File: src/verilog/exec_pkg.sv
`default_nettype none

package exec_pkg;

	localparam int WORD_W = 32;
	localparam int IMM_W = 16;
	localparam int SHAMT_W = 5;
	localparam int OP_W = 6;

	// Instruction word layout
	localparam int OP_MSB = 31;
	localparam int OP_LSB = 26;
	localparam int SHAMT_MSB = 10;
	localparam int SHAMT_LSB = 6;
	localparam int IMM_MSB = 15;
	localparam int IMM_LSB = 0;

	localparam int DIV_STEPS = 32; // One quotient bit per step
	localparam int DIV_CNT_W = $clog2(DIV_STEPS);

	typedef logic [WORD_W-1:0] word_t;
	typedef logic [IMM_W-1:0] imm16_t;
	typedef logic [SHAMT_W-1:0] shamt_t;

	typedef enum logic [OP_W-1:0] {
		OP_ADD = 6'd8,
		OP_ADDI = 6'd9,
		OP_SUB = 6'd10,
		OP_LUI = 6'd11,
		OP_DIV = 6'd12,
		OP_MULT = 6'd13,
		OP_DIVI = 6'd14,
		OP_MULTI = 6'd15,
		OP_SLL = 6'd16,
		OP_SRA = 6'd17,
		OP_SRL = 6'd18,
		OP_AND = 6'd20,
		OP_ANDI = 6'd21,
		OP_OR = 6'd22,
		OP_ORI = 6'd23,
		OP_XOR = 6'd24,
		OP_XORI = 6'd25,
		OP_NOR = 6'd26
	} op_t;

	typedef enum logic [1:0] {
		SHIFT_NONE,
		SHIFT_LEFT,
		SHIFT_RIGHT_ARITH,
		SHIFT_RIGHT_LOGIC
	} shift_dir_t;

	typedef enum logic [1:0] {
		DIV_IDLE,
		DIV_RUN,
		DIV_DONE
	} div_state_t;

	typedef struct packed {
		op_t op;
		imm16_t imm;
		word_t imm_x; // Sign-extended imm
		shamt_t shamt;
		word_t rs;
		word_t rt;
	} exec_op_t;

endpackage

`default_nettype wire

File: src/verilog/barrel_shifter.sv
`timescale 1ns/1ns
`default_nettype none

module barrel_shifter (
	input exec_pkg::word_t value,
	input exec_pkg::shamt_t shamt,
	input exec_pkg::shift_dir_t dir,
	output exec_pkg::word_t shifted
);

	import exec_pkg::*;

	// Stage i moves the word by 2**i
	genvar i;
	generate
		for (i = 0; i < SHAMT_W; i++) begin : g_stage
			word_t stage_in;
			word_t stage_out;
			if (i == 0) begin : g_first
				assign stage_in = value;
			end else begin : g_chain
				assign stage_in = g_stage[i-1].stage_out;
			end
			always_comb begin
				stage_out = stage_in;
				if (shamt[i]) begin
					case (dir)
						SHIFT_LEFT: begin
							stage_out = {stage_in[WORD_W-1-2**i:0], {(2**i){1'b0}}};
						end
						SHIFT_RIGHT_ARITH: begin
							stage_out = {{(2**i){value[WORD_W-1]}}, stage_in[WORD_W-1:2**i]};
						end
						SHIFT_RIGHT_LOGIC: begin
							stage_out = {{(2**i){1'b0}}, stage_in[WORD_W-1:2**i]};
						end
						default: ;
					endcase
				end
			end
		end
	endgenerate

	assign shifted = g_stage[SHAMT_W-1].stage_out;

endmodule

`default_nettype wire

File: src/verilog/divider.sv
`timescale 1ns/1ns
`default_nettype none

module divider (
	input logic clk,
	input logic reset,
	input logic enabled,
	input exec_pkg::word_t dividend,
	input exec_pkg::word_t divisor,
	output exec_pkg::word_t quotient,
	output logic completed
);

	import exec_pkg::*;

	div_state_t state;
	word_t rem;
	word_t quo;
	word_t dvsr;
	logic [DIV_CNT_W-1:0] step;
	logic [WORD_W:0] partial;
	logic [WORD_W:0] trial;

	// Shift in the next dividend bit and try the subtraction
	always_comb begin
		partial = {rem, quo[WORD_W-1]};
		trial = partial - {1'b0, dvsr};
	end

	always_ff @(posedge clk) begin
		if (reset) begin
			state <= DIV_IDLE;
		end else if (!enabled) begin
			state <= DIV_IDLE; // Dropping enabled aborts
		end else begin
			case (state)
				DIV_IDLE: state <= DIV_RUN;
				DIV_RUN: begin
					if (step == DIV_CNT_W'(DIV_STEPS - 1)) begin
						state <= DIV_DONE;
					end
				end
				default: state <= DIV_DONE; // Hold until enabled falls
			endcase
		end
	end

	always_ff @(posedge clk) begin
		if (state == DIV_IDLE) begin
			rem <= '0;
			quo <= dividend;
			dvsr <= divisor;
			step <= '0;
		end else if (state == DIV_RUN) begin
			if (trial[WORD_W]) begin
				rem <= partial[WORD_W-1:0]; // Restore
				quo <= {quo[WORD_W-2:0], 1'b0};
			end else begin
				rem <= trial[WORD_W-1:0];
				quo <= {quo[WORD_W-2:0], 1'b1}; // Zero divisor always lands here
			end
			step <= step + 1'b1;
		end
	end

	assign quotient = quo;
	assign completed = (state == DIV_DONE);

endmodule

`default_nettype wire

File: src/verilog/inst_field_decode.sv
`timescale 1ns/1ns
`default_nettype none

module inst_field_decode (
	input logic clk,
	input logic reset,
	input logic issue,
	input exec_pkg::word_t inst,
	input exec_pkg::word_t rs_val,
	input exec_pkg::word_t rt_val,
	output exec_pkg::exec_op_t dec,
	output logic start
);

	import exec_pkg::*;

	exec_op_t dec_next;

	always_comb begin
		dec_next.op = op_t'(inst[OP_MSB:OP_LSB]); // Unlisted codes decode as no-op
		dec_next.imm = inst[IMM_MSB:IMM_LSB];
		dec_next.imm_x = {{(WORD_W - IMM_W){inst[IMM_MSB]}}, inst[IMM_MSB:IMM_LSB]};
		dec_next.shamt = inst[SHAMT_MSB:SHAMT_LSB];
		dec_next.rs = rs_val;
		dec_next.rt = rt_val;
	end

	// Operands stay frozen between issues
	always_ff @(posedge clk) begin
		if (issue) begin
			dec <= dec_next;
		end
	end

	always_ff @(posedge clk) begin
		if (reset) begin
			start <= 1'b0;
		end else begin
			start <= issue; // One cycle behind issue
		end
	end

endmodule

`default_nettype wire

File: src/verilog/alu_exec_element.sv
`timescale 1ns/1ns
`default_nettype none

module alu_exec_element (
	input logic clk,
	input logic reset,
	input logic start,
	input exec_pkg::exec_op_t dec,
	output exec_pkg::word_t result,
	output logic completed
);

	import exec_pkg::*;

	shift_dir_t shift_dir;
	word_t shifted;
	word_t op_value;
	logic op_single;
	logic is_mul;
	word_t mul_b;
	word_t prod;
	logic busy;
	word_t div_divisor;
	word_t div_quotient;
	logic div_enabled;
	logic div_completed;

	barrel_shifter u_shifter (
		.value(dec.rs),
		.shamt(dec.shamt),
		.dir(shift_dir),
		.shifted(shifted)
	);

	divider u_divider (
		.clk(clk),
		.reset(reset),
		.enabled(div_enabled),
		.dividend(dec.rs),
		.divisor(div_divisor),
		.quotient(div_quotient),
		.completed(div_completed)
	);

	assign div_divisor = (dec.op == OP_DIVI) ? dec.imm_x : dec.rt;
	assign is_mul = (dec.op == OP_MULT) || (dec.op == OP_MULTI);
	assign mul_b = (dec.op == OP_MULTI) ? dec.imm_x : dec.rt;

	always_comb begin
		case (dec.op)
			OP_SLL: shift_dir = SHIFT_LEFT;
			OP_SRA: shift_dir = SHIFT_RIGHT_ARITH;
			OP_SRL: shift_dir = SHIFT_RIGHT_LOGIC;
			default: shift_dir = SHIFT_NONE;
		endcase
	end

	// Single-cycle results
	always_comb begin
		op_value = result; // Unknown ops keep the old value
		op_single = 1'b1;
		case (dec.op)
			OP_ADD: op_value = dec.rs + dec.rt;
			OP_ADDI: op_value = dec.rs + dec.imm_x;
			OP_SUB: op_value = dec.rs - dec.rt;
			OP_LUI: op_value = {dec.imm, {(WORD_W - IMM_W){1'b0}}};
			OP_SLL, OP_SRA, OP_SRL: op_value = shifted;
			OP_AND: op_value = dec.rs & dec.rt;
			OP_ANDI: op_value = {{(WORD_W - IMM_W){1'b0}}, dec.rs[IMM_W-1:0] & dec.imm};
			OP_OR: op_value = dec.rs | dec.rt;
			OP_ORI: op_value = {dec.rs[WORD_W-1:IMM_W], dec.rs[IMM_W-1:0] | dec.imm};
			OP_XOR: op_value = dec.rs ^ dec.rt;
			OP_XORI: op_value = {dec.rs[WORD_W-1:IMM_W], dec.rs[IMM_W-1:0] ^ dec.imm};
			OP_NOR: op_value = ~(dec.rs | dec.rt);
			OP_DIV, OP_DIVI, OP_MULT, OP_MULTI: op_single = 1'b0;
			default: ;
		endcase
	end

	always_ff @(posedge clk) begin
		if (reset) begin
			result <= '0;
			completed <= 1'b0;
			busy <= 1'b0;
			div_enabled <= 1'b0;
		end else if (start || busy) begin
			if (start) begin
				busy <= 1'b1;
				completed <= 1'b0;
				div_enabled <= 1'b0; // Also aborts a divide in flight
			end
			if (op_single) begin
				result <= op_value;
				busy <= 1'b0;
				completed <= 1'b1;
			end else if (is_mul) begin
				if (start) begin
					prod <= word_t'($signed(dec.rs) * $signed(mul_b)); // Low half only
				end else begin
					result <= prod;
					busy <= 1'b0;
					completed <= 1'b1;
				end
			end else begin
				if (!div_enabled) begin
					div_enabled <= 1'b1;
				end else if (!start && div_completed) begin
					result <= div_quotient;
					div_enabled <= 1'b0;
					busy <= 1'b0;
					completed <= 1'b1;
				end
			end
		end
	end

endmodule

`default_nettype wire

File: src/verilog/exec_stage.sv
`timescale 1ns/1ns
`default_nettype none

module exec_stage (
	input logic clk,
	input logic reset,
	input logic issue,
	input exec_pkg::word_t inst,
	input exec_pkg::word_t rs_val,
	input exec_pkg::word_t rt_val,
	input exec_pkg::word_t pc, // No operation reads it
	output exec_pkg::word_t result,
	output logic completed
);

	import exec_pkg::*;

	exec_op_t dec;
	logic start;

	inst_field_decode u_decode (
		.clk(clk),
		.reset(reset),
		.issue(issue),
		.inst(inst),
		.rs_val(rs_val),
		.rt_val(rt_val),
		.dec(dec),
		.start(start)
	);

	alu_exec_element u_alu (
		.clk(clk),
		.reset(reset),
		.start(start),
		.dec(dec),
		.result(result),
		.completed(completed)
	);

endmodule

`default_nettype wire

File: config.mk
export PLATFORM = sky130hd
export DESIGN_NAME = exec_stage
export DESIGN_NICKNAME = d
export VERILOG_FILES = /design/src/verilog/exec_pkg.sv /design/src/verilog/barrel_shifter.sv /design/src/verilog/divider.sv /design/src/verilog/inst_field_decode.sv /design/src/verilog/alu_exec_element.sv /design/src/verilog/exec_stage.sv
export SDC_FILE = /design/constraint.sdc
export NUM_CORES = 2
export LEC_CHECK = 0
export BUFFER_PORTS_ARGS = -buffer_cell sky130_fd_sc_hd__clkbuf_2
export CAP_MARGIN = 20
export CORE_MARGIN = 1.5
export CORE_UTILIZATION = 60
export CTS_BUF_LIST = sky130_fd_sc_hd__clkbuf_4
export CTS_CLUSTER_SIZE = 8
export DETAILED_ROUTE_END_ITERATION = 12
export PLACE_DENSITY = 0.77
export SYNTH_ARGS = -nofsm -noshare
export SYNTH_HDL_FRONTEND = slang
export SYNTH_HIERARCHICAL = 1
export SYNTH_SLANG_ARGS = --single-unit
File: constraint.sdc
create_clock -name clk -period 23.6 [get_ports clk]
set_input_delay 3.54 -clock clk [delete_from_list [all_inputs] [get_ports clk]]
set_output_delay 3.54 -clock clk [all_outputs]
set_load 0.1 [all_outputs]
---- Yosys cells after proc, flatten, opt, wreduce, memory -nomap -nowiden ----
Cells that the tools add are included.
storage, ports and cells
  register bits ........................... 278
  latch bits .............................. 0
  RAM bits ................................ 0
  ROM bits ................................ 0
  bits of input ports ..................... 131
  output and inout port bits .............. 33
  word-level logic and storage cells ...... 114
  memories kept ........................... 0
operators by class
  add/sub/neg operators ................... 5
  $mul .................................... 1
  div/mod/pow operators ................... 0
  magnitude comparators ................... 0
  eq/ne operators ......................... 28
  shift operators ......................... 0
  mux-type cells .......................... 42
  bitwise logic cells ..................... 9
  reductions and logical operators ........ 12
operator list
  kind                                                             number
  32-bit 2-to-1 mux                                                15
  32-bit case mux with 3 select lines                              5
  32-bit case mux with 12 select lines                             1
  32-bit adder                                                     2
  6-bit by 5-bit == test with 1-bit output, second input constant  10
  6-bit by 4-bit == test with 1-bit output, second input constant  8
  33-bit by 32-bit subtractor with 33-bit output                   1
  32-bit bitwise AND                                               1
  32-bit by 32-bit multiplier with 32-bit output                   1
  32-bit inverter                                                  1
  32-bit bitwise OR                                                1
  32-bit subtractor                                                1
  32-bit XOR                                                       1
  1-bit 2-to-1 mux                                                 18
  16-bit bitwise AND                                               1
  16-bit bitwise OR                                                1
  16-bit XOR                                                       1
  13-bit nonzero test                                              1
  5-bit AND reduction                                              2
  2-bit == test, second input constant                             3
  3-bit by 1-bit != test with 1-bit output, second input constant  2
  2-bit case mux with 3 select lines                               1
  5-bit by 1-bit adder with 5-bit output, second input constant    1
  5-bit == test, second input constant                             1
  14 further kinds                                                 17

---- Longest topological paths before layout ----
  depth after elaboration ................. 15
  depth in mapped cells ................... 34
  mapped depth without buffers ............ 28

---- Hierarchy ----
The synthesis kept the hierarchy.
modules (own cells, without submodules)
  module             instances  cells each  area an instance (um2)  seq. area each (um2)
  alu_exec_element   1          3136        25763.5                 1661.6
  divider            1          584         5830.6                  2702.6
  barrel_shifter     1          732         4595.7                  0.0
  inst_field_decode  1          125         2894.0                  2602.5

---- Worst setup path before layout ----
OpenSTA, ideal clock, no wires.
  path type ............................... reg-to-reg
  from .................................... reg u_decode/dec[121] (netlist name)
  to ...................................... reg u_alu.prod[31] (data pin)
  setup time .............................. 258 ps
  arrival time ............................ 8355 ps
  required time ........................... 23342 ps
  path slack .............................. 14987 ps
  cell stages (with the launch flop) ...... 32
  buffers on the path ..................... 5
  period minus slack after synthesis ...... 8613 ps
  cells stage by stage .................... edfxtp_1 > clkbuf_1 > nand4bb_1 > nor2_2 > buf_2 > buf_2 > buf_2 > buf_1 > a21o_1 > nand2_1 > fa_1 > inv_1 > fa_1 > inv_1 > fa_1 > inv_1 > fa_1 > inv_1 > fa_1 > fa_1 > fa_1 > inv_1 > fa_1 > xor2_1 > xnor2_1 > xnor2_1 > xnor2_1 > xnor3_1 > xnor3_1 > xnor3_1 > xnor3_1 > xnor2_1
on the way
  word-level cells in the longest chain between the ends .. 3
RTL lines
  item                                            RTL line                text
  6-bit by 4-bit == test with 1-bit output        alu_exec_element.sv:47  assign mul_b = (dec.op == OP_MULTI) ? dec.imm_x : dec.rt;
  32-bit 2-to-1 mux                               alu_exec_element.sv:47
  32-bit by 32-bit multiplier with 32-bit output  alu_exec_element.sv:98  prod <= word_t'($signed(dec.rs) * $signed(mul_b));
  end signal: assignment                          alu_exec_element.sv:98
  end: declaration                                alu_exec_element.sv:21  word_t prod;
No other way between the ends.
A chain may end at the register's enable or synchronous reset.

---- Final worst setup path ----
  from .................................... reg u_decode/dec[118] (netlist name)
  to ...................................... reg u_alu.prod[31] (data pin)
on the way
  word-level cells in the longest chain between the ends .. 3
RTL lines
  item                                            RTL line
  6-bit by 4-bit == test with 1-bit output        alu_exec_element.sv:47
  32-bit 2-to-1 mux                               alu_exec_element.sv:47
  32-bit by 32-bit multiplier with 32-bit output  alu_exec_element.sv:98
No other way between the ends.

==> impl_results.md <==
* Max Cap Violations at 0
* Setup TNS at 0 ns
* Final period util at 42.6%
* CP Launch Type: flip-flop
* TritonCTS buffer count at 75
* Number of buffers inserted by post-CTS setup repair at 0
* Commonest non-fill, non-tap cell in the layout: inv_1
* R2r startpoint: u_decode/dec[118]
* Cell family with most CP delay: adder cells
* Net Count, Synth at 5431
* Seq cells post-synth at 257
* Number of nets in the layout at 5444
* Class of the worst hold path: flip-flop to flip-flop
* EDFF count, synth at 182
* Critical path arrival at 10.64 ns
* Hold Slack at 0.480 ns
* Area share of the largest cell type after synthesis at 21.0%
* CP max-delay cell: nor2_2
* Yosys warnings at 6
* Top_reg_cell synth: edfxtp_1
* Share of the yosys chip area belonging to registers at 17.8%
* Dpl hpwl at 107 mm
* Status: complete, no violations
* Height of the die at 258 um
* R2R Path End: u_alu/prod[31]
* Slew @ Worst Pin at 1.26 ns
* Startpoint of the worst hold path: u_alu/result[19]
* Fin. Hold Viols at 0
* Vias in the first global route at 36000
* Placed insts at 5366
* # DRC at 0
* Drt total wl at 149 mm
* Asr flop ratio synth at 0%
* Unique masters post-synth at 103
* Critical path class: flip-flop to flip-flop
* # rows at 93
* First-pass GRT wire length at 220 mm
* Global route overflow at 0
* Post-Syn Area at 39100 um2
* Clock skew after layout at 0.0932 ns
* CTS sink cnt at 257
* Root Driver: clkbuf_4
* Final Setup Violations at 0
* TritonRoute pass-1 iters at 11
* R2R depth at 30
* Via count at 37100
* CORE AREA at 64500 um2
* CTS tree: done
* Post-route antenna net violation count at 0
* Fin cells at 5514
* Post-CTS Resized at 0
* Highest Clock Rate at 0.0995 GHz
* Gr usage total at 44.4%
* PortBufs at 121
* Worst Hold Depth at 2
* Slew headroom at 15.4%
* Syn Inst Count at 4577
* H-tree level count at 3
* R2r setup slk at 13.55 ns
* Max stage delay on crit path at 0.85 ns
* Worst Path Max Fanout at 60
* Count of buffer and inverter cells on the critical path at 8
* CP most frequent cell: fa_1
* Post-synthesis area per instance at 8.54 um2
* Clock slew at reported path FFs at 0.06 ns
* Clk buf depth at 3
* Layout cell share with drive strength beyond 1 at 10.7%
* Drt wl/cell at 27.0 um
* CTS Hold Buffers Added at 0
* RSZ-0062 raised after global routing: false
* Final Critical Period at 10.05 ns
* Die width at 258 um
* Initial Util at 60.6%
* Leading area contributor after synthesis: fa_1
* Clk_lat worst skew at 0.90 ns
* Setup crit end kind: flip-flop
* Most frequent cells in the layout: inv_1, nor2_1, nand2_1
* Via-to-Cell Ratio at 6.74
* Top post-synthesis cells by area: fa_1, edfxtp_1, ha_1
* # IOs at 164
* Worst Hold End: u_alu/result[19]
* GPL Wtd Cong at 1.11
* Dpl ws at 13.75 ns
* Pins Over Slew Limit at 0
* Die area at 66700 um2
* Pin count of the biggest net entering global routing at 82
* DR iter-0 viols at 5493
* Post-route worst setup slack at 13.55 ns
* Req. time, crit path at 24.19 ns
* Antenna violations before repair at 12
* P&R area growth vs syn at 5.84%
-- cell usage after synthesis, drive strengths merged, types with 38 or more instances --
library cell,number
fa,410
a211oi,63
nand2,437
mux2i,86
and2,87
buf,106
a21o,59
nor2,487
a21oi,267
a221oi,48
edfxtp,182
o21ai,187
nor3,62
inv,559
nand3,75
nand2b,38
o211ai,38
xnor2,100
ha,313
dfxtp,75
xor2,44
mux2,70
clkbuf,196
-- state kept, by name (all words and copies together), names as in the netlist --
signal                    cells
u_alu/busy                    1
u_alu/completed               1
u_alu/div_enabled             1
u_alu/prod                   32
u_alu/result                 32
u_alu/u_divider/dvsr         32
u_alu/u_divider/quotient     32
u_alu/u_divider/rem          32
u_alu/u_divider/state         2
u_alu/u_divider/step          5
u_decode/dec                 86
u_decode/start                1
-- per-layer routing --
| layer | global-route usage [%] | share of wire [%] | vias up |
|---|---|---|---|
| met3 | 17.5 | 16 | 764 |
| met5 | 0.356 | 0.0054 | - |
| met1 | 55.0 | 35 | 17800 |
| met2 | 64.0 | 41 | 2832 |
| met4 | 29.2 | 7.9 | 2 |
| li1 | - | - | 15800 |
-- logic make-up after synthesis --
| logic type | after synthesis | share of synthesized area (%) |
|---|---|---|
| and+or+nand+nor | 1402 | 16.6 |
| AOI/OAI and AO/OA | 1022 | 17.7 |
| buffers and inverters | 866 | 9.00 |
| adders and majority gates | 723 | 31.0 |
| DFF | 257 | 17.8 |
| muxes | 156 | 4.22 |
| xor gates and xnor gates | 151 | 3.65 |
-- final cells by class --
cell class	instances	area (um2)
timing repair buffer	238	1490
clock inverter	23	161
inverter	564	2120
tap	855	1070
multi-input combinational	3454	28700
fill	5535	23100
sequential	257	6970
antenna	8	20.0
clock buffer	115	863
-- stage by stage --
stage,utilization [%],area [um2]
floorplan,-,39100
global placement,62.5,40300
detailed placement,62.5,40300
CTS,64.1,41300
global route,64.1,41400
finish,64.2,41400
-- worst min-delay path: stages (launching register included) --
cell and delay [ns]:
dfxtp_1 0.32, nand2_1 0.06, a21oi_1 0.05
-- worst max path at each step --
stage                       from              to  slack, ns  cells after the start
4_1_cts        u_decode/dec[118]  u_alu/prod[31]      13.70                     30
5_1_grt        u_decode/dec[118]  u_alu/prod[31]      13.25                     30
3_5_place_dp   u_decode/dec[118]  u_alu/prod[31]      13.75                     30
3_3_place_gp   u_decode/dec[118]  u_alu/prod[31]      13.79                     30
6_report       u_decode/dec[118]  u_alu/prod[31]      13.55                     30
2_1_floorplan  u_decode/dec[121]  u_alu/prod[31]      14.99                     31
Power is not shown: default switching activity piles up to over one toggle a cycle in this logic, so the estimate is an artifact.
